[config.mk]
export PLATFORM = sky130hd
export DESIGN_NAME = kernel_mem
export DESIGN_NICKNAME = d
export VERILOG_FILES = /design/src/hw/conv_pkg.sv /design/src/hw/kernel_mem.sv
export SDC_FILE = /design/constraint.sdc
export NUM_CORES = 1
export LEC_CHECK = 0
export ABC_AREA = 1
export BUFFER_PORTS_ARGS = -buffer_cell sky130_fd_sc_hd__buf_4
export CORE_MARGIN = 2
export CORE_UTILIZATION = 51
export CTS_CLUSTER_SIZE = 10
export DETAILED_ROUTE_END_ITERATION = 12
export HOLD_SLACK_MARGIN = 0.15
export PLACE_DENSITY = 0.76
export SLEW_MARGIN = 20
export SYNTH_ARGS = -nofsm -noshare
export SYNTH_HDL_FRONTEND = slang
export SYNTH_SLANG_ARGS = --single-unit
[constraint.sdc]
create_clock -name clk_i -period 2.7 [get_ports clk_i]
set_input_delay 0.405 -clock clk_i [delete_from_list [all_inputs] [get_ports clk_i]]
set_output_delay 0.405 -clock clk_i [all_outputs]
set_load 0.01 [all_outputs]
[src/hw/conv_pkg.sv]
`default_nettype none

package conv_pkg;

    // fixed-point word format, signed with FRAC_W fractional bits
    localparam int WORD_W = 16;
    localparam int FRAC_W = 8;

    // frame and kernel geometry
    // the frame is exactly one kernel wide, so kernels only slide down
    localparam int IN_HEIGHT = 8;
    localparam int K_HEIGHT  = 3;
    localparam int K_WIDTH   = 2;
    localparam int N_KERNELS = 2;
    localparam int OUT_ROWS  = IN_HEIGHT - K_HEIGHT + 1;

    // full-precision sum of K_HEIGHT*K_WIDTH products plus the bias,
    // comfortably wider than 2*WORD_W plus growth bits
    localparam int ACC_W = 40;

    // kernel memory: row-major weights of kernel k, then its bias
    localparam int KMEM_STRIDE = K_HEIGHT * K_WIDTH + 1;
    localparam int KMEM_DEPTH  = N_KERNELS * KMEM_STRIDE;
    localparam int KMEM_ADDR_W = $clog2(KMEM_DEPTH);

    // row counter runs up to IN_HEIGHT after the final row is taken in
    localparam int ROW_W  = $clog2(IN_HEIGHT + 1);
    localparam int COL_W  = (K_WIDTH > 1) ? $clog2(K_WIDTH) : 1;
    localparam int SLOT_W = (K_HEIGHT > 1) ? $clog2(K_HEIGHT) : 1;

    // frame controller
    typedef enum logic [1:0] {
        S_IDLE   = 2'd0,
        S_STREAM = 2'd1,
        S_OUTPUT = 2'd2
    } conv_state_e;

endpackage

`default_nettype wire

[src/hw/kernel_mem.sv]
`default_nettype none

module kernel_mem
    import conv_pkg::*;
(
    input  wire                                      clk_i,
    input  wire                                      reset_i,
    // write side, already gated to idle by the top level
    input  wire                                      wr_en_i,
    input  wire  [KMEM_ADDR_W-1:0]                   wr_addr_i,
    input  wire  [WORD_W-1:0]                        wr_data_i,
    // column of the word currently on the input stream
    input  wire  [COL_W-1:0]                         col_i,
    // kernel k, row a sits in word k*K_HEIGHT + a
    output logic [N_KERNELS*K_HEIGHT*WORD_W-1:0]     weights_o,
    output logic [N_KERNELS*WORD_W-1:0]              biases_o
);

    logic [WORD_W-1:0] mem_r [KMEM_DEPTH];

    // addresses past the last bias are dropped
    always_ff @(posedge clk_i) begin
        if (reset_i) begin
            for (int i = 0; i < KMEM_DEPTH; i++) begin
                mem_r[i] <= '0;
            end
        end else if (wr_en_i && (wr_addr_i < KMEM_ADDR_W'(KMEM_DEPTH))) begin
            mem_r[wr_addr_i] <= wr_data_i;
        end
    end

    // read ports: every kernel row at the current column, all at once
    for (genvar k = 0; k < N_KERNELS; k++) begin : g_kernel
        for (genvar a = 0; a < K_HEIGHT; a++) begin : g_row
            // base of row a inside kernel k
            localparam int ROW_BASE = k * KMEM_STRIDE + a * K_WIDTH;

            assign weights_o[(k*K_HEIGHT+a)*WORD_W +: WORD_W] =
                mem_r[ROW_BASE + int'(col_i)];
        end

        // bias follows the last weight of the kernel
        assign biases_o[k*WORD_W +: WORD_W] = mem_r[k*KMEM_STRIDE + K_HEIGHT*K_WIDTH];
    end

endmodule

`default_nettype wire

### After elaboration in Yosys (flattened, before gate mapping)

Memories as Yosys holds them, arrays and structs flattened.
Cells that the tools add are included.

* bits in registers: 0
* bits in writable memories: 224
* input port bits: 24
* word-level logic and storage cells: 17
* memories: 1

* add/sub/neg operators: 5
* order comparisons: 1
* muxes and demuxes: 8
* reductions and logical operators: 2

Memories
* mem_r: words 14, bits a word 16, read ports 8, clocked after memory_dff 0, write ports 14, line kernel_mem.sv:19 `logic [WORD_W-1:0] mem_r [KMEM_DEPTH];`

Operators with widths (count)
* $mux W16: 1
* $reduce_or A16 Y1: 1
* $add A3 B1 Y4 const A: 2
* $add A4 B1 Y4 const A: 2
* $mux W1: 6
* $lt A4 B4 Y1 const B: 1
* $mux W4: 1
* $add A2 B1 Y3 const A: 1
* $logic_and A1 B1 Y1: 1

### Longest topological paths before layout

* depth in word-level cells: 7
* gate-level depth with buffers: 7

### Least setup slack after synthesis

No wires, ideal clock.

* kind: input-to-reg
* start: input wr_addr_i[2]
* end: memory mem_r[1][0], enable pin
* arrival: 2.120 ns
* data required time: 2.289 ns
* path slack: 0.169 ns
* stages: 5
* buffers on the path: 2
* path through: buf_4 > nand3_1 > nand2_2 > buf_2 > o21ai_0

RTL lines
* start, declared: line kernel_mem.sv:10 `input wire [KMEM_ADDR_W-1:0] wr_addr_i,`
* end, declared: line kernel_mem.sv:19

### Worst setup path in the final report

* start: input col_i
* end: output weights_o[79]

* word-level cells in the longest chain between the ends: 2

Ends and longest elaborated chain
* start, declared: line kernel_mem.sv:13 `input wire [COL_W-1:0] col_i,`
* $add A4 B1 Y4: line kernel_mem.sv:39 `mem_r[ROW_BASE + int'(col_i)];`
* $mem_v2 Z14 W16
* end, declared: line kernel_mem.sv:15 `output logic [N_KERNELS*K_HEIGHT*WORD_W-1:0] weights_o,`

Every way passes these cells.

==> reports/summary.txt <==
Sequential share of the synthesized area = 70.1%
Number of I/O port buffers = 151
Yosys cell types = 21
Die Span Y = 141 um
Cts bufs inserted = 26
Ranking of synthesized cells by area = edfxtp_1 70%, nand2_1 12%, nor2_1 5.5%, nor3_1 4.7%, buf_6 2.0%
CTS Sinks = 224
Slew Limit Fails = 0
EDFF count, synth = 224
Asr flop ratio synth = 0%
Core footprint = 18600 sq um
CP Class = primary input to output pin
Total GRT Usage = 23.2%
# setup viols final = 0
P&R area growth vs syn = 20.3%
Total power draw = 7940 uW
YS warnings = 0
Vias per Instance = 5.39
Status = finished clean
Leak Pwr = 0.00482 uW
Root buf cell = clkbuf_16
Fmax = 527 MHz
Max incr delay on CP = 0.30 ns
Hold crit path type = primary input to register
Critical Path Source Type = primary input
Critical Path RT = 2.30 ns
First-pass DRT Iterations = 5
Clk slew on worst S/H paths = 0.05 ns
Post-synth top flop = edfxtp_1
Mean routed wirelength per cell = 18.6 um
CTS tree = done
Crit path time final = 1.90 ns
Initial DRC count = 792
Period Utilization, post-route = 70.3%
Overflow left after global routing = 0
I/O pin total = 152
Initial antenna violation count = 0
Final Hold Fails = 0
Largest net degree at the start of global routing = 97
Max Fanout on Critical Path = 42
Vias in the first global route = 6293
Final wirelength = 23.2 mm
Cell Chain, Critical Path = buf_4 -> inv_2 -> buf_12 -> nand2_1 -> nand2_1 -> buf_4
Crit path max-delay cell type = inv_2
First-pass GRT wire length = 35.3 mm
RSZ-0062 raised after global routing = no
Layout cells sized above 1 = 22.3%
Clock buffer depth = 3
CP top delay family = buffers and inverters
Cell Count, Final, Fillers Out = 1248
Max rail drop VDD = 0.454 mV
Slew HR = 42.8%
Worst Tran Pin Value = 0.858 ns
Critical Path End Type = output pin
H-tree depth = 1
# hold bufs at CTS = 0
Max reg flops = 224
Post-CTS Setup Repair Bufs = 0
Rows = 50
Via count = 6732
Ant diodes = 0
TNS Setup = 0 ns
Post-synthesis register bit count = 224
Commonest cells post-synth = 304 x nand2_1, 224 x edfxtp_1, 140 x nor2_1
Top flop regs = mem_r x224
Routed Antenna Nets = 0
DR DRC count = 0
Fin nets = 1037
Post-synthesis cell count = 876
Post-synthesis instance area = 9590 sq um
Power Dens Cells = 688 nW/um^2
Post-synth top area share = 70.1%
Most frequent cell after synthesis = nand2_1
Die X = 141 um
Synth area leader = edfxtp_1
Placed Instances = 1219
Post_cts resized = 0
DIE AREA = 19900 sq um
Hpwl dp = 14.2 mm
Top reg by flops = mem_r
Starting Density = 51.6%
Avg Synthesized Cell Area = 10.9 sq um
Maxcap violations = 0
GPL Wtd Cong = 0.812
Mapped Nets = 900
Crit path DAT = 1.49 ns
CP bufs+invs = 4
[layout make-up]
cell class,count,area (sq um)
Clock inverter,2,33.8
Inverter,25,98.8
Timing Repair Buffer,174,1340
Fill cell,1430,7050
Clock buffer,27,676
Sequential cell,224,6730
Tap cell,234,293
Multi-Input combinational cell,562,2360
[cells in the final DEF (no fill, tap or decap), drive strengths merged]
master  count
buf       174
bufinv      1
clkbuf     27
clkinv      1
edfxtp    224
inv        25
nand2     316
nand3       1
nand4       1
nor2      142
nor3       96
o21ai       6
[where the power goes]
group	leakage (uW)	switching (uW)	internal, uW
clock network	0.000348	1220	1840
logic	0.00233	516	293
registers	0.00213	54.8	4020
[final timing paths]
check	slack, ns	endpoint	depth (start not counted)	start
max	0.80	weights_o[79]	6	col_i
min	0.52	mem_r[10][3]$_SDFFCE_PN0P_	3	wr_data_i[3]
[per-stage QoR]
step / instance area, sq um / hold WS (ns) / util (%) / worst slack, ns
finish: 11500 / 0.517 / 62.1 / 0.803
global route: 11500 / 0.541 / 62.1 / 0.744
CTS: 11500 / 0.515 / 62.1 / 0.778
detailed placement: 10800 / 0.816 / 58.3 / 0.510
global placement: 10800 / 0.823 / 58.3 / 0.552
floorplan: 9590 / 0.726 / - / 0.169
[metal layers]
layer / global-route usage (%) / vias to the layer above / part of all wire (%)
met4: 7.32 / 0 / 2.4
met5: 0 / - / 0
met3: 6.05 / 41 / 10
met1: 32.2 / 3212 / 40
met2: 36.2 / 317 / 47
li1: - / 3162 / -
[logic make-up (layout without fill, tap and decap cells)]
logic type,after synthesis,in the layout,synth area share [%]
AND/OR/NAND/NOR,556,556,24.3
flip-flops,224,224,70.1
buffers and inverters,90,228,5.28
AO/OA/AOI/OAI,6,6,0.313
No activity file was read; power rests on OpenSTA's default activity.
