==> src/hw/conv_pkg.sv <==
`default_nettype none

package conv_pkg;

    // fixed-point word format, signed with FRAC_W fractional bits
    localparam int WORD_W = 16;
    localparam int FRAC_W = 8;

    // frame and kernel geometry
    // the frame is exactly one kernel wide, so kernels only slide down
    localparam int IN_HEIGHT = 8;
    localparam int K_HEIGHT  = 3;
    localparam int K_WIDTH   = 2;
    localparam int N_KERNELS = 2;
    localparam int OUT_ROWS  = IN_HEIGHT - K_HEIGHT + 1;

    // full-precision sum of K_HEIGHT*K_WIDTH products plus the bias,
    // comfortably wider than 2*WORD_W plus growth bits
    localparam int ACC_W = 40;

    // kernel memory: row-major weights of kernel k, then its bias
    localparam int KMEM_STRIDE = K_HEIGHT * K_WIDTH + 1;
    localparam int KMEM_DEPTH  = N_KERNELS * KMEM_STRIDE;
    localparam int KMEM_ADDR_W = $clog2(KMEM_DEPTH);

    // row counter runs up to IN_HEIGHT after the final row is taken in
    localparam int ROW_W  = $clog2(IN_HEIGHT + 1);
    localparam int COL_W  = (K_WIDTH > 1) ? $clog2(K_WIDTH) : 1;
    localparam int SLOT_W = (K_HEIGHT > 1) ? $clog2(K_HEIGHT) : 1;

    // frame controller
    typedef enum logic [1:0] {
        S_IDLE   = 2'd0,
        S_STREAM = 2'd1,
        S_OUTPUT = 2'd2
    } conv_state_e;

endpackage

`default_nettype wire

==> src/hw/mac_unit.sv <==
`default_nettype none

module mac_unit
    import conv_pkg::*;
(
    input  wire                       clk_i,
    input  wire                       reset_i,
    input  wire                       en_i,
    input  wire                       clear_i,
    input  wire  signed [WORD_W-1:0]  weight_i,
    input  wire  signed [WORD_W-1:0]  data_i,
    input  wire  signed [WORD_W-1:0]  bias_i,
    output logic signed [WORD_W-1:0]  result_o
);

    logic signed [2*WORD_W-1:0] product;
    logic signed [ACC_W-1:0]    product_ext;
    logic signed [ACC_W-1:0]    acc_r;
    logic signed [ACC_W-1:0]    bias_ext;
    logic signed [ACC_W-1:0]    total;
    logic signed [ACC_W-1:0]    scaled;
    // bits that must all match the sign for the word to fit
    logic        [ACC_W-WORD_W:0] upper;

    // full-precision product, sign-extended to the accumulator
    assign product     = weight_i * data_i;
    assign product_ext = {{(ACC_W-2*WORD_W){product[2*WORD_W-1]}}, product};

    // clear wins over a same-cycle enable
    always_ff @(posedge clk_i) begin
        if (reset_i || clear_i) begin
            acc_r <= '0;
        end else if (en_i) begin
            acc_r <= acc_r + product_ext;
        end
    end

    // bias lines up with the product's fractional point
    assign bias_ext = {{(ACC_W-WORD_W){bias_i[WORD_W-1]}}, bias_i};
    assign total    = acc_r + (bias_ext <<< FRAC_W);

    // back to WORD_W format, rounding toward minus infinity
    assign scaled = total >>> FRAC_W;
    assign upper  = scaled[ACC_W-1:WORD_W-1];

    always_comb begin
        if ((&upper) || !(|upper)) begin
            result_o = scaled[WORD_W-1:0];
        end else if (scaled[ACC_W-1]) begin
            // clip to most negative word
            result_o = {1'b1, {(WORD_W-1){1'b0}}};
        end else begin
            // clip to most positive word
            result_o = {1'b0, {(WORD_W-1){1'b1}}};
        end
    end

endmodule

`default_nettype wire

==> src/hw/conv_lane.sv <==
`default_nettype none

module conv_lane
    import conv_pkg::*;
(
    input  wire                          clk_i,
    input  wire                          reset_i,
    // one pulse per accepted input word
    input  wire                          acc_en_i,
    // one pulse per accepted output row
    input  wire                          clear_i,
    input  wire  [ROW_W-1:0]             row_i,
    input  wire  [SLOT_W-1:0]            out_slot_i,
    input  wire  signed [WORD_W-1:0]     data_i,
    // this kernel's weights at the current column, row 0 in the low word
    input  wire  [K_HEIGHT*WORD_W-1:0]   weights_i,
    input  wire  signed [WORD_W-1:0]     bias_i,
    output logic signed [WORD_W-1:0]     result_o
);

    logic signed [WORD_W-1:0] weight_row [K_HEIGHT];
    logic signed [WORD_W-1:0] slot_weight [K_HEIGHT];
    logic signed [WORD_W-1:0] slot_result [K_HEIGHT];
    logic [K_HEIGHT-1:0]      slot_en;
    logic [K_HEIGHT-1:0]      slot_clear;
    // input row modulo K_HEIGHT, shared by all slots
    logic [ROW_W-1:0]         row_mod;

    for (genvar a = 0; a < K_HEIGHT; a++) begin : g_unpack
        assign weight_row[a] = weights_i[a*WORD_W +: WORD_W];
    end

    assign row_mod = row_i % ROW_W'(K_HEIGHT);

    // slot s collects output rows o with o mod K_HEIGHT == s
    for (genvar s = 0; s < K_HEIGHT; s++) begin : g_slot
        // kernel row that the current input row feeds in this slot
        logic [ROW_W-1:0] krow;
        logic             in_range;

        // (row - s) mod K_HEIGHT without a negative intermediate
        assign krow = (row_mod >= ROW_W'(s)) ? (row_mod - ROW_W'(s))
                                             : (row_mod + ROW_W'(K_HEIGHT - s));

        // target output row row_i - krow must exist
        assign in_range = (krow <= row_i) &&
                          ((row_i - krow) <= ROW_W'(OUT_ROWS - 1));

        assign slot_en[s]     = acc_en_i && in_range;
        assign slot_weight[s] = weight_row[krow[SLOT_W-1:0]];

        // only the finished slot is wiped on acceptance
        assign slot_clear[s] = clear_i && (out_slot_i == SLOT_W'(s));

        mac_unit i_mac_unit (
            .clk_i    (clk_i),
            .reset_i  (reset_i),
            .en_i     (slot_en[s]),
            .clear_i  (slot_clear[s]),
            .weight_i (slot_weight[s]),
            .data_i   (data_i),
            .bias_i   (bias_i),
            .result_o (slot_result[s])
        );
    end

    // finished row goes out from the slot the controller points at
    assign result_o = slot_result[out_slot_i];

endmodule

`default_nettype wire

==> config.mk <==
export PLATFORM = sky130hd
export DESIGN_NAME = conv_lane
export DESIGN_NICKNAME = d
export VERILOG_FILES = /design/src/hw/conv_pkg.sv /design/src/hw/mac_unit.sv /design/src/hw/conv_lane.sv
export SDC_FILE = /design/constraint.sdc
export NUM_CORES = 2
export LEC_CHECK = 0
export ABC_AREA = 0
export BUFFER_PORTS_ARGS = -buffer_cell sky130_fd_sc_hd__buf_2
export CORE_MARGIN = 5
export CORE_UTILIZATION = 32
export CTS_BUF_LIST = sky130_fd_sc_hd__clkbuf_4
export DETAILED_ROUTE_END_ITERATION = 8
export GPL_TIMING_DRIVEN = 0
export MAX_ROUTING_LAYER = met4
export SLEW_MARGIN = 20
export SYNTH_ARGS = -nofsm -noshare
export SYNTH_HDL_FRONTEND = slang
export SYNTH_SLANG_ARGS = --single-unit
==> constraint.sdc <==
create_clock -name clk_i -period 13 [get_ports clk_i]
set_input_delay 2.6 -clock clk_i [delete_from_list [all_inputs] [get_ports clk_i]]
set_output_delay 2.6 -clock clk_i [all_outputs]
set_load 0.1 [all_outputs]
== After elaboration in Yosys (flattened, before gate mapping) ==
Cells that the tools add are included.

* Input bits: 90
* Bits in writable memories: 0
* Latch bits: 0
* Logic and storage cells: 86
* Memories: 0
* ROM bits: 0
* Flip-flop bits (word level): 120

* Multipliers: 3
* Div/mod/pow operators: 1
* Bitwise gates (word level): 4
* Mux-type cells: 21
* Add/sub/neg operators: 14
* Eq/ne operators: 2
* Reduce and logical (&&, ||, !) cells: 25
* Shifts and indexed selects: 0
* Magnitude comparators: 13

{| class="wikitable"
|+ Operators by type and width
! cell !! number
|-
| $mux 16 || 14
|-
| $bmux 16 s2 || 4
|-
| $add 40x24->40 || 3
|-
| $add 40x32->40 || 3
|-
| $mul 16x16->32 || 3
|-
| $reduce_and 17->1 || 3
|-
| $reduce_or 17->1 || 3
|-
| $ge 3x3->1 const B || 4
|-
| $le 4x3->1 const B || 3
|-
| $le 4x4->1 || 3
|-
| $mux 4 || 3
|-
| $not 2->3 || 4
|-
| $sub 4x4->4 || 3
|-
| $logic_and 1x1->1 || 9
|-
| $add 4x2->4 const B || 2
|-
| $ge 4x1->1 const B || 2
|-
| $logic_or 1x1->1 || 6
|-
| $add 4x1->4 const B || 1
|-
| $ge 4x2->1 const B || 1
|-
| $mod 4x2->4 const B || 1
|-
| $sub 4x1->4 const B || 1
|-
| $sub 4x2->4 const B || 1
|-
| $logic_not 1->1 || 3
|-
| $eq 2x1->1 const B || 1
|-
| 2 further kinds || 2
|}

== Longest topological paths before layout ==
* Word-level depth: 9
* Mapped depth: 50

== Cells and area by module ==
Synthesis repeated with hierarchy kept, for this count alone.

* Cells, all modules: 5693
* Area, all modules: 50061.8 um2

{| class="wikitable"
|+ Modules (own cells, without submodules)
! module !! times used !! seq. area each (um2) !! cells an instance !! area an instance (um2)
|-
| mac_unit (g_slot[0].i_mac_unit) || 1 || 800.8 || 1771 || 15896.5
|-
| mac_unit (g_slot[1].i_mac_unit) || 1 || 800.8 || 1783 || 15696.3
|-
| mac_unit (g_slot[2].i_mac_unit) || 1 || 800.8 || 1730 || 15433.6
|-
| conv_lane || 1 || 0.0 || 409 || 3035.4
|}

== Worst setup path after synthesis ==
Ideal clock, no wire load.

* Kind: input port to flip-flop
* Start: in row_i[2]
* End: reg g_slot[2].i_mac_unit.acc_r[38]
* Path slack: -0.153 ns
* Cell stages on the path: 44
* Path buffers: 5
* Library setup time: 0.074 ns
* Data arrival time: 13.079 ns
* Required time: 12.926 ns
* Cells stage by stage: nor2b_1 > ha_1 > inv_1 > ha_1 > or2_2 > o21ai_0 > ha_1 > a2111oi_1 > mux2_2 > clkbuf_1 > buf_1 > ha_1 > nor3b_1 > and2_0 > buf_2 > xnor2_4 > buf_2 > mux2i_1 > [8 not listed] > inv_1 > fa_1 > fa_1 > inv_1 > fa_1 > inv_1 > ha_1 > nand3_1 > or3_1 > nor2_1 > a2111oi_0 > nor4_1 > o31ai_1 > a21boi_0 > o31a_1 > a21oi_1 > or4b_2 > a31oi_1

* Cells in the longest elaborated chain, start to end: 9

{| class="wikitable"
|+ Ends and longest elaborated chain
! what !! RTL line !! RTL
|-
| from (decl) || conv_lane.sv:12 || <nowiki>input wire [ROW_W-1:0] row_i,</nowiki>
|-
| $mod 4x2->4 || conv_lane.sv:33 || <nowiki>assign row_mod = row_i % ROW_W'(K_HEIGHT);</nowiki>
|-
| $add 4x1->4, or another cell as far along || conv_lane.sv:43 || <nowiki>: (row_mod + ROW_W'(K_HEIGHT - s));</nowiki>
|-
| $mux 4 || conv_lane.sv:42 || <nowiki>assign krow = (row_mod >= ROW_W'(s)) ? (row_mod - ROW_W'(s))</nowiki>
|-
| $not 2->3 (implied by the code) || conv_lane.sv:50 || <nowiki>assign slot_weight[s] = weight_row[krow[SLOT_W-1:0]];</nowiki>
|-
| $bmux 16 s2 || conv_lane.sv:50 ||
|-
| $mux 16 (implied by the code) (2 in series) || conv_lane.sv:50 ||
|-
| $mul 16x16->32 || mac_unit.sv:26 || <nowiki>assign product = weight_i * data_i;</nowiki>
|-
| $add 40x32->40 || mac_unit.sv:34 || <nowiki>acc_r <= acc_r + product_ext;</nowiki>
|-
| to (signal assigned) || mac_unit.sv:34 ||
|-
| to (decl) || mac_unit.sv:18 || <nowiki>logic signed [ACC_W-1:0] acc_r;</nowiki>
|}

Several ways; a longest one is shown, not always the timed one. The select of a mux whose other input is x is not followed.
A chain may end at the register's enable or synchronous reset.

== Worst setup path after layout ==
* Start: in row_i[2]
* End: reg g_slot[1].i_mac_unit.acc_r[37]

* Cells in the longest elaborated chain, start to end: 9

{| class="wikitable"
|+ Ends and longest elaborated chain
! what !! RTL line
|-
| $mod 4x2->4 || conv_lane.sv:33
|-
| $add 4x2->4, or another cell as far along || conv_lane.sv:43
|-
| $mux 4 || conv_lane.sv:42
|-
| $not 2->3 (implied by the code) || conv_lane.sv:50
|-
| $bmux 16 s2 || conv_lane.sv:50
|-
| $mux 16 (implied by the code) (2 in series) || conv_lane.sv:50
|-
| $mul 16x16->32 || mac_unit.sv:26
|-
| $add 40x32->40 || mac_unit.sv:34
|-
| to (signal assigned) || mac_unit.sv:34
|-
| to (decl) || mac_unit.sv:18
|}

Several ways; a longest one is shown, not always the timed one. The select of a mux whose other input is x is not followed.

==> impl_metrics.toml <==
[hold_path]
whs_path_depth = 2
hp-start = "g_slot[1].i_mac_unit.acc_r[0]"
worstHoldEndpoint = "g_slot[1].i_mac_unit.acc_r[0]"
hp-class = "flop to flop"

[cells_and_area]
drive_gt1_frac = 0.0578
fillers = 15600
multi_input_area_mm2 = 0.0412
regArea_mm2 = 0.00240
largest_reg_flops = 120
regMostFlops = "g_slot.i_mac_unit.acc_r"
area_growth_pct = 8.77
reg_top3 = "g_slot.i_mac_unit.acc_r x120"
nNetsFinal = 7272

[grt]
grt_use_met1 = 0.265
grt_max_degree = 52
grt_pass1_vias = 40300
grt_use_met3 = 0.0429
grtUsageTotal = 0.212
grt-busiest-layer = "met2"
met2_usage = 0.333
antenna_found_initial = 43
grt-ovfl-total = 0
grt_pass1_wl_mm = 247

[timing]
clock_skew_ns = 0.0431
rsz0062_at_grt = "true"
max_slew_margin = 0.157
setup_viol = 0
timing_hold_violations_final = 0
post-route-min-period_ns = 12.81
maxSlewViolCount = 0
tightest_slew_ns = 1.25
holdWs_ns = 0.474
min_period_over_period = 0.986
max_freq_mhz = 78.1

[placed_design]
io_buffers = 92
gp_congestion = 0.978
dpl.hpwl_mm = 139

[synth]
syn_inst = 5580
postSynthAreaPerCell_um2 = 8.68
synth_top_family_by_area = "adder cells"
synth-seq-cells = 120
syn_nets = 7125
synth_xor_area_frac = 0.0349
synth-edff-count = 0
synthArstFlopShare = 0
synthFlopType = "dfxtp_1"
synthMuxAreaShare = 0.0169
synth_simple_gate_area_frac = 0.158
yosysSeqAreaShare = 0.0496
synth_fa_ha_area_frac = 0.530
yosysWarnings = 0
synth_area_mm2 = 0.0484
synth-compound-area-share = 0.103
ys_types = 91

[critical_path]
critPathLaunchType = "input pin"
rrSetupSlack_ns = 6.51
timing.rr.start = "g_slot[2].i_mac_unit.acc_r[15]"
crit_fanout = 11
critPathCaptureType = "flop"
crit_path_top_delay_cell = "fa_1"
reg2reg_to = "g_slot[2].i_mac_unit.acc_r[38]"
path_class = "input pin to flop"
reg2reg_depth = 21
slowest_delay_ns = 0.62
crit_top_cell = "fa_1"
cp.arrival_ns = 13.54
crit_required_ns = 13.72

[detailed_routing]
dr.pass1.iters = 5
antenna_left = 0
drt_iter0_drc = 2920
routed_wl_mm = 163
via_per_inst = 5.08
drc = 0
wl_per_cell_um = 20.9
num_vias = 39500

[clocking]
cts_made_buffers = 17
root_buffer = "clkbuf_4"
path_clk_slew_ns = 0.15
cts.sinks = 120
clk_path_buf_depth = 2
cts-htree-levels = 4
cts_tree = "built"
clock_latency_ns = 0.81
cts_hold_buf = 0

[run]
max_cap_violations = 0

[floorplanning]
start_util = 0.322
die_area_mm2 = 0.159
core_mm2 = 0.150
ios = 106
num_rows = 142
die_y_um = 399
chipWidth_um = 399

[status]
status = "finished, final reports clean"
layout by cell type (no fill, tap or decap), types with 27 or more instances in the layout:
| master | count |
|---|---|
| inv_1 | 1161 |
| fa_1 | 992 |
| nand2_1 | 615 |
| ha_1 | 455 |
| and2_1 | 325 |
| nor2_1 | 279 |
| a21oi_1 | 248 |
| clkbuf_1 | 150 |
| o21ai_0 | 127 |
| dfxtp_1 | 120 |
| xnor2_1 | 108 |
| buf_2 | 94 |
| a21o_1 | 91 |
| xor2_1 | 80 |
| mux2i_1 | 76 |
| nand3_1 | 71 |
| buf_4 | 50 |
| nor3_1 | 43 |
| nor2b_1 | 40 |
| nand2b_1 | 38 |
| or2_2 | 29 |
| a211oi_1 | 27 |
synth_stat cells, drive strengths merged, types with 80 or more instances:
master	number	share of area
xnor2	110	0.020
a21o	91	0.014
o21ai	166	0.017
ha	459	0.12
inv	1164	0.090
and2	328	0.042
dfxtp	120	0.050
nand2	615	0.048
nor2	283	0.022
fa	996	0.41
a21oi	254	0.026
clkbuf	176	0.014
xor2	80	0.014
kinds of logic (layout without fill, tap and decap cells):
logic type               after synthesis  in the layout
adder cells (fa/ha/maj)             1455           1455
XOR/XNOR                             190            190
buffers and inverters               1373           1533
flip-flops                           120            120
other                                  0             24
AO/OA/AOI/OAI                        778            778
AND/OR/NAND/NOR                     1583           1583
multiplexers                          81             81
what timing repair did:
item	CTS	global route
buffers inserted	11	21
hold endpoints to repair	0	0
resized for setup	80	74
cloned	0	2
endpoints found under the setup margin	52	42
pin swaps	9	12
area by class of cell:
type,instances,area share
Clock inverter,15,0.00366
Multi-Input combinational cell,4087,0.783
Buffer,206,0.0182
Tap cell,2016,0.0479
Timing Repair Buffer,130,0.0148
Clock buffer,17,0.00242
Antenna cell,24,0.00114
Inverter,1165,0.0832
Sequential cell,120,0.0456
per-stage QoR:
stage / cell area (µm²) / setup TNS (ns) / setup slack (ns) / cells / util
after floorplan: 48400 / 0 / 0.0108 / 5580 / -
after global placement: 51400 / -124.37 / -2.99 / 7688 / 0.342
after detailed placement: 51500 / -103.88 / -2.73 / 7692 / 0.343
after CTS: 52200 / -0.0731 / -0.0612 / 7734 / 0.347
after global routing: 52600 / -0.228 / -0.152 / 7770 / 0.351
final: 52700 / 0 / 0.188 / 7780 / 0.351
critical path: cells and delay by family:
kind	cells	cell delay, ns
adders and majority gates	12	4.62
AOI/OAI and AO/OA	13	3.11
buffers and inverters	11	1.81
and+or+nand+nor	9	1.22
xor gates and xnor gates	1	0.15
worst max-delay path by stage:
stage,from,end,slack [ns],cells after the start
final,row_i[2],g_slot[1].i_mac_unit.acc_r[37],0.19,46
after global routing,row_i[2],g_slot[1].i_mac_unit.acc_r[37],-0.15,44
after CTS,row_i[2],g_slot[1].i_mac_unit.acc_r[37],-0.06,48
after detailed placement,row_i[2],g_slot[1].i_mac_unit.acc_r[37],-2.73,48
after global placement,row_i[2],g_slot[1].i_mac_unit.acc_r[39],-2.99,43
after floorplan,row_i[2],g_slot[2].i_mac_unit.acc_r[38],0.01,44
metal layers:
layer  up-vias  part of all wire
met5         -                 0
met4         0             0.058
met3       364             0.077
met2      1466              0.46
met1     19900              0.41
li1      17700                 -
Power is not shown: default switching activity piles up to over one toggle a cycle in this logic, so the estimate is an artifact.
