## src/hw/conv_pkg.sv

```systemverilog
`default_nettype none

package conv_pkg;

    // fixed-point word format, signed with FRAC_W fractional bits
    localparam int WORD_W = 16;
    localparam int FRAC_W = 8;

    // frame and kernel geometry
    // the frame is exactly one kernel wide, so kernels only slide down
    localparam int IN_HEIGHT = 8;
    localparam int K_HEIGHT  = 3;
    localparam int K_WIDTH   = 2;
    localparam int N_KERNELS = 2;
    localparam int OUT_ROWS  = IN_HEIGHT - K_HEIGHT + 1;

    // full-precision sum of K_HEIGHT*K_WIDTH products plus the bias,
    // comfortably wider than 2*WORD_W plus growth bits
    localparam int ACC_W = 40;

    // kernel memory: row-major weights of kernel k, then its bias
    localparam int KMEM_STRIDE = K_HEIGHT * K_WIDTH + 1;
    localparam int KMEM_DEPTH  = N_KERNELS * KMEM_STRIDE;
    localparam int KMEM_ADDR_W = $clog2(KMEM_DEPTH);

    // row counter runs up to IN_HEIGHT after the final row is taken in
    localparam int ROW_W  = $clog2(IN_HEIGHT + 1);
    localparam int COL_W  = (K_WIDTH > 1) ? $clog2(K_WIDTH) : 1;
    localparam int SLOT_W = (K_HEIGHT > 1) ? $clog2(K_HEIGHT) : 1;

    // frame controller
    typedef enum logic [1:0] {
        S_IDLE   = 2'd0,
        S_STREAM = 2'd1,
        S_OUTPUT = 2'd2
    } conv_state_e;

endpackage

`default_nettype wire

```

## src/hw/conv_ctrl.sv

```systemverilog
`default_nettype none

module conv_ctrl
    import conv_pkg::*;
(
    input  wire               clk_i,
    input  wire               reset_i,
    input  wire               start_i,
    // input stream side
    input  wire               valid_i,
    // output row side
    input  wire               ready_i,
    output logic              conv_ready_o,
    output logic              yumi_o,
    output logic              valid_o,
    // datapath strobes
    output logic              acc_en_o,
    output logic              clear_o,
    // position of the word on the input stream
    output logic [ROW_W-1:0]  row_o,
    output logic [COL_W-1:0]  col_o,
    // slot holding the row that valid_o presents
    output logic [SLOT_W-1:0] out_slot_o
);

    conv_state_e state_r;
    conv_state_e state_n;

    logic [COL_W-1:0]  col_r;
    logic [ROW_W-1:0]  row_r;
    // row_r mod K_HEIGHT, kept as its own counter to avoid a divider
    logic [SLOT_W-1:0] slot_r;

    logic accept;
    logic last_col;
    logic row_done;
    logic enter_idle;

    // words only come in while streaming
    assign yumi_o   = (state_r == S_STREAM) && valid_i;
    assign accept   = yumi_o;
    assign last_col = (col_r == COL_W'(K_WIDTH - 1));
    assign row_done = accept && last_col;

    assign conv_ready_o = (state_r == S_IDLE);
    assign valid_o      = (state_r == S_OUTPUT);

    assign acc_en_o = accept;
    assign clear_o  = valid_o && ready_i;

    // next state
    always_comb begin
        state_n = state_r;
        case (state_r)
            S_IDLE: begin
                if (start_i) begin
                    state_n = S_STREAM;
                end
            end
            S_STREAM: begin
                // once K_HEIGHT rows are in, every finished row completes an output
                if (row_done && (row_r >= ROW_W'(K_HEIGHT - 1))) begin
                    state_n = S_OUTPUT;
                end
            end
            S_OUTPUT: begin
                if (ready_i) begin
                    // row_r has already moved past the final input row
                    if (row_r == ROW_W'(IN_HEIGHT)) begin
                        state_n = S_IDLE;
                    end else begin
                        state_n = S_STREAM;
                    end
                end
            end
            default: begin
                state_n = S_IDLE;
            end
        endcase
    end

    always_ff @(posedge clk_i) begin
        if (reset_i) begin
            state_r <= S_IDLE;
        end else begin
            state_r <= state_n;
        end
    end

    assign enter_idle = (state_r != S_IDLE) && (state_n == S_IDLE);

    // column, row and slot counters advance on accepted words only
    always_ff @(posedge clk_i) begin
        if (reset_i || enter_idle) begin
            col_r  <= '0;
            row_r  <= '0;
            slot_r <= '0;
        end else if (accept) begin
            if (last_col) begin
                col_r <= '0;
                row_r <= row_r + 1'b1;
                // wrap at K_HEIGHT
                if (slot_r == SLOT_W'(K_HEIGHT - 1)) begin
                    slot_r <= '0;
                end else begin
                    slot_r <= slot_r + 1'b1;
                end
            end else begin
                col_r <= col_r + 1'b1;
            end
        end
    end

    assign row_o      = row_r;
    assign col_o      = col_r;
    // after row r ends, slot_r is (r + 1) mod K_HEIGHT, the finished slot
    assign out_slot_o = slot_r;

endmodule

`default_nettype wire

```

## config.mk

```make
export PLATFORM = sky130hd
export DESIGN_NAME = conv_ctrl
export DESIGN_NICKNAME = d
export VERILOG_FILES = /design/src/hw/conv_pkg.sv /design/src/hw/conv_ctrl.sv
export SDC_FILE = /design/constraint.sdc
export NUM_CORES = 1
export LEC_CHECK = 0
export ABC_AREA = 1
export BUFFER_PORTS_ARGS = -buffer_cell sky130_fd_sc_hd__buf_2
export CORE_MARGIN = 1
export CORE_UTILIZATION = 40
export DETAILED_ROUTE_END_ITERATION = 16
export HOLD_SLACK_MARGIN = 0.15
export PLACE_DENSITY_LB_ADDON = 0.25
export SLEW_MARGIN = 5
export SYNTH_ARGS = -nofsm -noshare
export SYNTH_HDL_FRONTEND = slang
export SYNTH_SLANG_ARGS = --single-unit
```

## constraint.sdc

```tcl
create_clock -name clk_i -period 1.4 [get_ports clk_i]
set_input_delay 0.21 -clock clk_i [delete_from_list [all_inputs] [get_ports clk_i]]
set_output_delay 0.21 -clock clk_i [all_outputs]
set_load 0.1 [all_outputs]
```

Word level (Yosys, flattened, before mapping). Cells that the tools add are included.

Logic and storage cells: 29. Input port bits: 5. Bits in registers: 9.

Equality and inequality tests: 4. Multiplexer cells: 7. Reduce and logical (&&, ||, !) cells: 10. Add/subtract/negate cells: 3. $lt $le $gt $ge: 1.

Operator list (count): $mux W2 (4); $pmux W2 S3 (1); $logic_and A1 B1 Y1 (5); $add A4 B1 Y4 const B (1); $eq A2 B2 Y1 const B (2); $eq A4 B4 Y1 const B (1); $ge A4 B2 Y1 const B (1); $logic_not A2 Y1 (2); $add A2 B1 Y2 const B (1); $eq A2 B1 Y1 const B (1); $mux W1 (2); $reduce_and A2 Y1 (1); $reduce_bool A2 Y1 (1); $add A1 B1 Y1 const B (1); $logic_or A1 B1 Y1 (1).

Longest topological paths before layout. Gate-level depths: netlist of run 1.

Word-level depth: 9. Mapped depth: 9. Gate-level depth less buffers: 9.

Worst setup path after synthesis of run 1. Ideal clock, no wire load.

Kind: register to register. Start point: reg state_r[0]. End point: reg slot_r[1], in the netlist out_slot_o[1]. Slack: -915 ps. Arrival: 2243 ps. Buffers on the path: 0. Setup time: 71 ps. Cell stages (with the launch flop): 8. Period minus slack after synthesis: 2315 ps. Cells stage by stage: dfxtp_1 inv_1 nand2_1 nor2_1 a21oi_1 nand2_1 nand2_4 a21oi_1.

Longest elaborated chain between the ends: 9. Elaborated cells on any way between the ends: 15. Those cells by class: eq/ne (2); mux (4); reduce/logical (9).

RTL lines: start, declared (line conv_ctrl.sv:26) `conv_state_e state_r;`; start signal, assigned (line conv_ctrl.sv:86) `state_r <= state_n;`; $eq A2 B1 Y1 (line conv_ctrl.sv:40, conv_ctrl.sv:54); $logic_and A1 B1 Y1 (line conv_ctrl.sv:40) `assign yumi_o = (state_r == S_STREAM) && valid_i;`; $logic_and A1 B1 Y1 (line conv_ctrl.sv:43) `assign row_done = accept && last_col;`; $logic_and A1 B1 Y1 (line conv_ctrl.sv:62) `if (row_done && (row_r >= ROW_W'(K_HEIGHT - 1))) begin`; $mux W2 (line conv_ctrl.sv:62); $pmux W2 S3 (line conv_ctrl.sv:54) `case (state_r)`; $logic_not A2 Y1 (line conv_ctrl.sv:90) `assign enter_idle = (state_r != S_IDLE) && (state_n == S_IDLE);`; $logic_and A1 B1 Y1 (line conv_ctrl.sv:90); $logic_or A1 B1 Y1 (line conv_ctrl.sv:94) `if (reset_i || enter_idle) begin`; end signal, assigned (line conv_ctrl.sv:106) `slot_r <= slot_r + 1'b1;`; end, declared (line conv_ctrl.sv:32) `logic [SLOT_W-1:0] slot_r;`.

Parallel ways exist; a longest one is shown, timed or not. A chain may end at the register's enable or synchronous reset.

Worst setup path after layout of run 1.
Start point: reg state_r[1]. End point: out yumi_o.

Longest elaborated chain between the ends: 2.

RTL lines: $eq A2 B1 Y1 (line conv_ctrl.sv:40); $logic_and A1 B1 Y1 (line conv_ctrl.sv:40); end, declared (line conv_ctrl.sv:14) `output logic yumi_o,`.

No other way between the ends.

==> flow_summary.json, run 1 <==
{
  "outcome": "completed",
  "core_region_area_um2": 1285,
  "post-cts-setup-buffers": 0,
  "synth_edf_count": 0,
  "worst_setup_path_end_kind": "output port",
  "dr.pass1.iters": 4,
  "antenna_found_initial": 0,
  "slew_violations": 0,
  "num_antenna_cells": 0,
  "cts_tree": "yes",
  "rows": 13,
  "worstHoldEndpoint": "state_r[1]$_SDFF_PP0_",
  "nets": 104,
  "syn_area_per_cell_um2": 7.357,
  "grt_usage_pct": 16.65,
  "reg2reg_to": "row_o[2]$_SDFFE_PP0P_",
  "ys_seq_elements": 9,
  "critPathRequiredTime_ns": 1.19,
  "grt_pass1_wl_um": 1752,
  "rsz0062_at_grt": "true",
  "hold_class": "input pin to flop",
  "synth_seq_area_share_pct": 32.65,
  "grt.overflow.total": 0,
  "cts_buffers": 3,
  "power_density_nw_per_um2": 830.6,
  "cp_cell_sequence": "inv_2 > nand3_4 > clkinvlp_4 > buf_12",
  "fill_cells": 122,
  "max_stage_delay_ns": 0.35,
  "post-synth-top-count-cell": "inv_1",
  "regToRegSetupSlack_ns": 0.10,
  "gp_congestion": 0.6999,
  "cp.arrival_ns": 1.11,
  "fmax_mhz": 758.1,
  "drive_gt1_share_pct": 43.16,
  "relSlewSlack_pct": 68.00,
  "async_reset_ff_share_pct": 0,
  "die_w_um": 39.14,
  "wl_um": 1006,
  "rr_startpoint": "row_o[0]$_SDFFE_PP0P_",
  "fin_util_pct": 61.73,
  "synth_area_um2": 551.8,
  "max-clock-path-buffers": 2,
  "finalWorstSetupSlack_ns": 0.08090,
  "grt_max_degree": 9,
  "syn_nets": 83,
  "chipHeight_um": 39.14,
  "path_buf_inv": 3,
  "maxCapViolations": 0,
  "synth.area.top_cells": "dfxtp_1, inv_1, nand2_1",
  "die_area_um2": 1532,
  "start_util_pct": 42.94,
  "antenna_left": 0,
  "root_buffer": "clkbuf_4",
  "whs_ns": 0.2678,
  "tightest_slew_ns": 0.4833,
  "pin_count": 17,
  "setup_viol": 0,
  "port_buffers": 16,
  "holdPathStages": 4,
  "crit_path_start_kind": "flop",
  "ys_warn_count": 0,
  "synth_cell_types": 16,
  "num_vias": 501,
  "worstSetupPathType": "flop to output port",
  "ir_drop_mv": 0.4523,
  "via_per_inst": 4.555,
  "drtIter0Drc": 11,
  "synth.largest_area_cell": "dfxtp_1",
  "place_ws_ns": 0.1077,
  "finalCriticalPeriod_ns": 1.319,
  "crit_slowest_cell": "dfxtp_2",
  "reg2reg_depth": 9,
  "fin_crit_sh_pct": 94.22,
  "area_growth_syn_to_layout_pct": 43.76,
  "clk-insertion-delay-late_ns": 0.26,
  "hp-start": "ready_i",
  "route.detailed.drc": 0,
  "synth_top_area_share_pct": 32.65,
  "clock_sinks": 9,
  "synth_common_cells": "inv_1, nand2_1, a21oi_1",
  "place_hpwl_um": 783.5,
  "hold_viol": 0,
  "clkSlewWorstSetupHoldPaths_ns": 0.06,
  "critPathMaxFanout": 3,
  "power.leakage_uw": 0.0003874,
  "synthCells": 75,
  "grt_pass1_vias": 434,
  "wire_per_inst_um": 9.145,
  "synthFlopType": "dfxtp_1",
  "cts_max_level": 1,
  "finalClockSkew_ns": 0.003839,
  "critPathTopFamily": "buffers and inverters"
}
[how the worst max path moves through the flow]
stage                          start                    end  slack [ns]  cells after the start
6_report       state_r[1]$_SDFF_PP0_                 yumi_o        0.08                      4
5_1_grt        row_o[0]$_SDFFE_PP0P_  row_o[0]$_SDFFE_PP0P_       -0.02                      9
4_1_cts        state_r[1]$_SDFF_PP0_                 yumi_o        0.07                      4
3_5_place_dp   row_o[0]$_SDFFE_PP0P_  row_o[0]$_SDFFE_PP0P_        0.11                      9
3_3_place_gp   row_o[0]$_SDFFE_PP0P_  row_o[1]$_SDFFE_PP0P_        0.13                      9
2_1_floorplan  state_r[0]$_SDFF_PP0_  row_o[2]$_SDFFE_PP0P_       -0.12                      7
[stage by stage]
step           power [uW]  std cells  setup TNS, ns  area, um2
4_1_cts             665.3        110              0      793.3
3_5_place_dp        467.1        105              0      757.0
5_1_grt             701.9        110       -0.04726      793.3
3_3_place_gp        465.4        105              0      757.0
6_report            658.9        110              0      793.3
2_1_floorplan       425.7         75        -0.9592      603.1
[registers in the layout (all words and copies together) (netlist names)]
signal,flops
out_slot_o,2
state_r,2
col_o,1
row_o,4
[logic make-up (layout without fill, tap and decap cells)]
group | count (synthesis) | after routing | synth area share [%]
xor gates and xnor gates | 3 | 3 | 4.763
adders and majority gates | 3 | 3 | 6.803
buffers and inverters | 19 | 39 | 13.61
and+or+nand+nor | 28 | 28 | 30.38
AOI/OAI and AO/OA | 13 | 13 | 11.79
DFF | 9 | 9 | 32.65
[cells in the final DEF (no fill, tap or decap), types with 4 or more instances in the layout]
master,n
buf_2,11
a21oi_1,11
inv_1,13
buf_12,5
dfxtp_2,4
nand2_1,12
[final cells by class]
type	instances	area (um2)	share of cell area, %
Clock buffer	4	26.28	3.312
Inverter	18	75.07	9.464
Multi-Input combinational cell	47	311.5	39.27
Sequential cell	9	196.4	24.76
Tap cell	15	18.77	2.366
Timing Repair Buffer	17	165.2	20.82
[timing repair]
action                                 4_1_cts  5_1_grt
hold buffers                                 1        0
gates resized for setup                      0        0
setup endpoints to repair                    0        5
endpoints found under the hold margin        1        0
[power by group]
part	leakage [uW]	internal, uW	switching, uW
clock	0.0000150	110	86.9
combinational	0.000295	53.1	140
sequential	0.0000771	262	7.49
[worst register-to-register path: cells and delay by family, from the launching register on]
| kind | cells | cell delay [ns] |
|---|---|---|
| AND/OR/NAND/NOR | 6 | 0.50 |
| AO/OA/AOI/OAI | 1 | 0.14 |
| flip-flops | 1 | 0.36 |
| adder cells (fa/ha/maj) | 1 | 0.18 |
| buffers and inverters | 1 | 0.05 |
[routing by layer]
| layer | global-route usage (%) | vias up | part of all wire, % |
|---|---|---|---|
| met2 | 26.67 | 13 | 50 |
| met1 | 22.03 | 219 | 46 |
| li1 | - | 269 | - |
| met5 | 0 | - | 0 |
| met3 | 3.468 | 0 | 4.1 |
| met4 | 5.172 | 0 | 0 |
No activity file was read; power rests on OpenSTA's default activity.
==> inputs of run 2 (changes only) <==
CELL_PAD_IN_SITES_DETAIL_PLACEMENT = 2   (was not set)
CELL_PAD_IN_SITES_GLOBAL_PLACEMENT = 2   (was not set)
CORE_ASPECT_RATIO = 0.9   (was not set)
CORE_UTILIZATION = 26   (was 40)
==> run 2 against run 1 <==
Worst setup slack got worse by 0.020 ns. Combinational power increased by 8%. First-iteration DRC count down 100%. Sequential cell count unchanged. Die area rose by 51%. Clock power increased by 3%. Utilization down 18 points. Global-route usage shrank 1.4 points. Clock skew is 0.00057 ns higher. Sequential share of layout area down 1.6 points. Clock-buffer cell count unchanged. Sequential power barely moved.
==> flow_summary.json, run 2 (same netlist as run 1, synthesis figures left out) <==
{
  "num_antenna_cells": 0,
  "hold_viol": 0,
  "cp.arrival_ns": 1.13,
  "mostFrequentLayoutCells": "inv_1, nand2_1, buf_2",
  "relSlewSlack_pct": 67.96,
  "crit_path_start_kind": "flop",
  "critPathMaxFanout": 3,
  "nets": 104,
  "clkSlewWorstSetupHoldPaths_ns": 0.07,
  "reg2reg_to": "row_o[0]$_SDFFE_PP0P_",
  "outcome": "completed",
  "fmax_mhz": 746.9,
  "slew_violations": 0,
  "cts_buffers": 3,
  "fin_crit_sh_pct": 95.63,
  "worstHoldEndpoint": "state_r[1]$_SDFF_PP0_",
  "wl_um": 1528,
  "max_stage_delay_ns": 0.36,
  "rr_startpoint": "row_o[0]$_SDFFE_PP0P_",
  "largest_reg_flops": 4,
  "drtIter0Drc": 0,
  "pin_count": 17,
  "final_cells": 120,
  "setup_viol": 0,
  "route.detailed.drc": 0,
  "finalClockSkew_ns": 0.004414,
  "tightest_slew_ns": 0.4840,
  "ir_drop_mv": 0.2867,
  "grt.overflow.total": 0,
  "place_ws_ns": 0.06346,
  "worstSetupPathType": "flop to output port",
  "rows": 15,
  "worst_setup_path_end_kind": "output port",
  "hold_class": "input pin to flop",
  "place_hpwl_um": 1117,
  "antenna_found_initial": 0,
  "cts_tree": "yes",
  "placed_cells": 115,
  "gp_congestion": 0.6880,
  "grt_pass1_vias": 536,
  "num_vias": 509,
  "power.leakage_uw": 0.0003985,
  "power_density_nw_per_um2": 793.3,
  "fin_tns_setup_ns": 0,
  "max-clock-path-buffers": 2,
  "die_w_um": 50.56,
  "final_common_cell": "inv_1",
  "hp-start": "ready_i",
  "grt_max_degree": 9,
  "antenna_left": 0,
  "maxCapViolations": 0,
  "grt_pass1_wl_um": 2539,
  "grt_usage_pct": 15.23,
  "cts_max_level": 1,
  "root_buffer": "clkbuf_4",
  "finalWorstSetupSlack_ns": 0.06119,
  "clock_sinks": 9,
  "fill_cells": 228,
  "post-cts-setup-buffers": 0,
  "reg2reg_depth": 9,
  "drive_gt1_share_pct": 54.74,
  "area_growth_syn_to_layout_pct": 55.56,
  "holdPathStages": 4,
  "via_per_inst": 4.242,
  "crit_slowest_cell": "dfxtp_2",
  "wire_per_inst_um": 12.73,
  "start_util_pct": 28.27,
  "die_area_um2": 2311,
  "cp_cell_sequence": "inv_2 > nand3_4 > clkinvlp_4 > buf_12",
  "core_region_area_um2": 1952,
  "critPathRequiredTime_ns": 1.19,
  "regToRegSetupSlack_ns": 0.09,
  "clk-insertion-delay-late_ns": 0.25,
  "chipHeight_um": 45.71,
  "dr.pass1.iters": 1,
  "port_buffers": 16,
  "finalCriticalPeriod_ns": 1.339
}
## run 2: cell counts in the layout (fill, tap and decap cells not counted)
Identical to the previous run, type by type.
## run 2: metal layers
layer	routed length (um)	vias up	GRT usage (%)
met5	0	-	0
met4	10	0	5.000
met3	34	2	2.000
met2	751	6	25.87
met1	731	236	20.12
li1	-	265	-
## run 2: power by group
part	internal [uW]	switching (uW)
Clock	110	93.3
Combinational	55.6	152
Sequential	261	8.67
## run 2: critical path, delay by kind of cell, from the launching register on
kind	cells	cell delay, ns
buffers and inverters	3	0.39
and+or+nand+nor	1	0.13
DFF	1	0.36
## run 2: worst max path at each step
stage	startpoint	to	slack [ns]	cells past startpoint
CTS	row_o[0]$_SDFFE_PP0P_	row_o[3]$_SDFFE_PP0P_	0.04	9
floorplan	state_r[0]$_SDFF_PP0_	row_o[2]$_SDFFE_PP0P_	-0.12	7
finish	state_r[1]$_SDFF_PP0_	yumi_o	0.06	4
detailed placement	row_o[0]$_SDFFE_PP0P_	row_o[3]$_SDFFE_PP0P_	0.06	9
global route	row_o[0]$_SDFFE_PP0P_	row_o[0]$_SDFFE_PP0P_	-0.003	9
global placement	row_o[0]$_SDFFE_PP0P_	row_o[0]$_SDFFE_PP0P_	0.12	9
## run 2: what timing repair did
item,in CTS,in global routing
hold endpoints to repair,1,0
setup endpoints to repair,0,9
resized for setup,0,14
hold buffers,1,0
## run 2: per-stage QoR
step | power, uW | cell area [um2] | hold slack, ns | utilization [%]
5_1_grt | 718.7 | 858.3 | 0.2945 | 43.97
2_1_floorplan | 425.7 | 603.1 | 0.2717 | -
3_5_place_dp | 473.8 | 769.5 | 0.4102 | 39.42
3_3_place_gp | 469.6 | 769.5 | 0.4044 | 39.42
4_1_cts | 680.9 | 805.8 | 0.2798 | 41.28
6_report | 680.9 | 858.3 | 0.2767 | 43.97
## run 2: final cells by class
| class | instances | area [um2] | share of cell area [%] |
|---|---|---|---|
| clock buffer | 4 | 26.28 | 3.061 |
| tap | 25 | 31.28 | 3.644 |
| multi-input combinational | 47 | 361.6 | 42.13 |
| timing repair buffer | 17 | 165.2 | 19.24 |
| inverter | 18 | 75.07 | 8.746 |
| sequential | 9 | 198.9 | 23.18 |
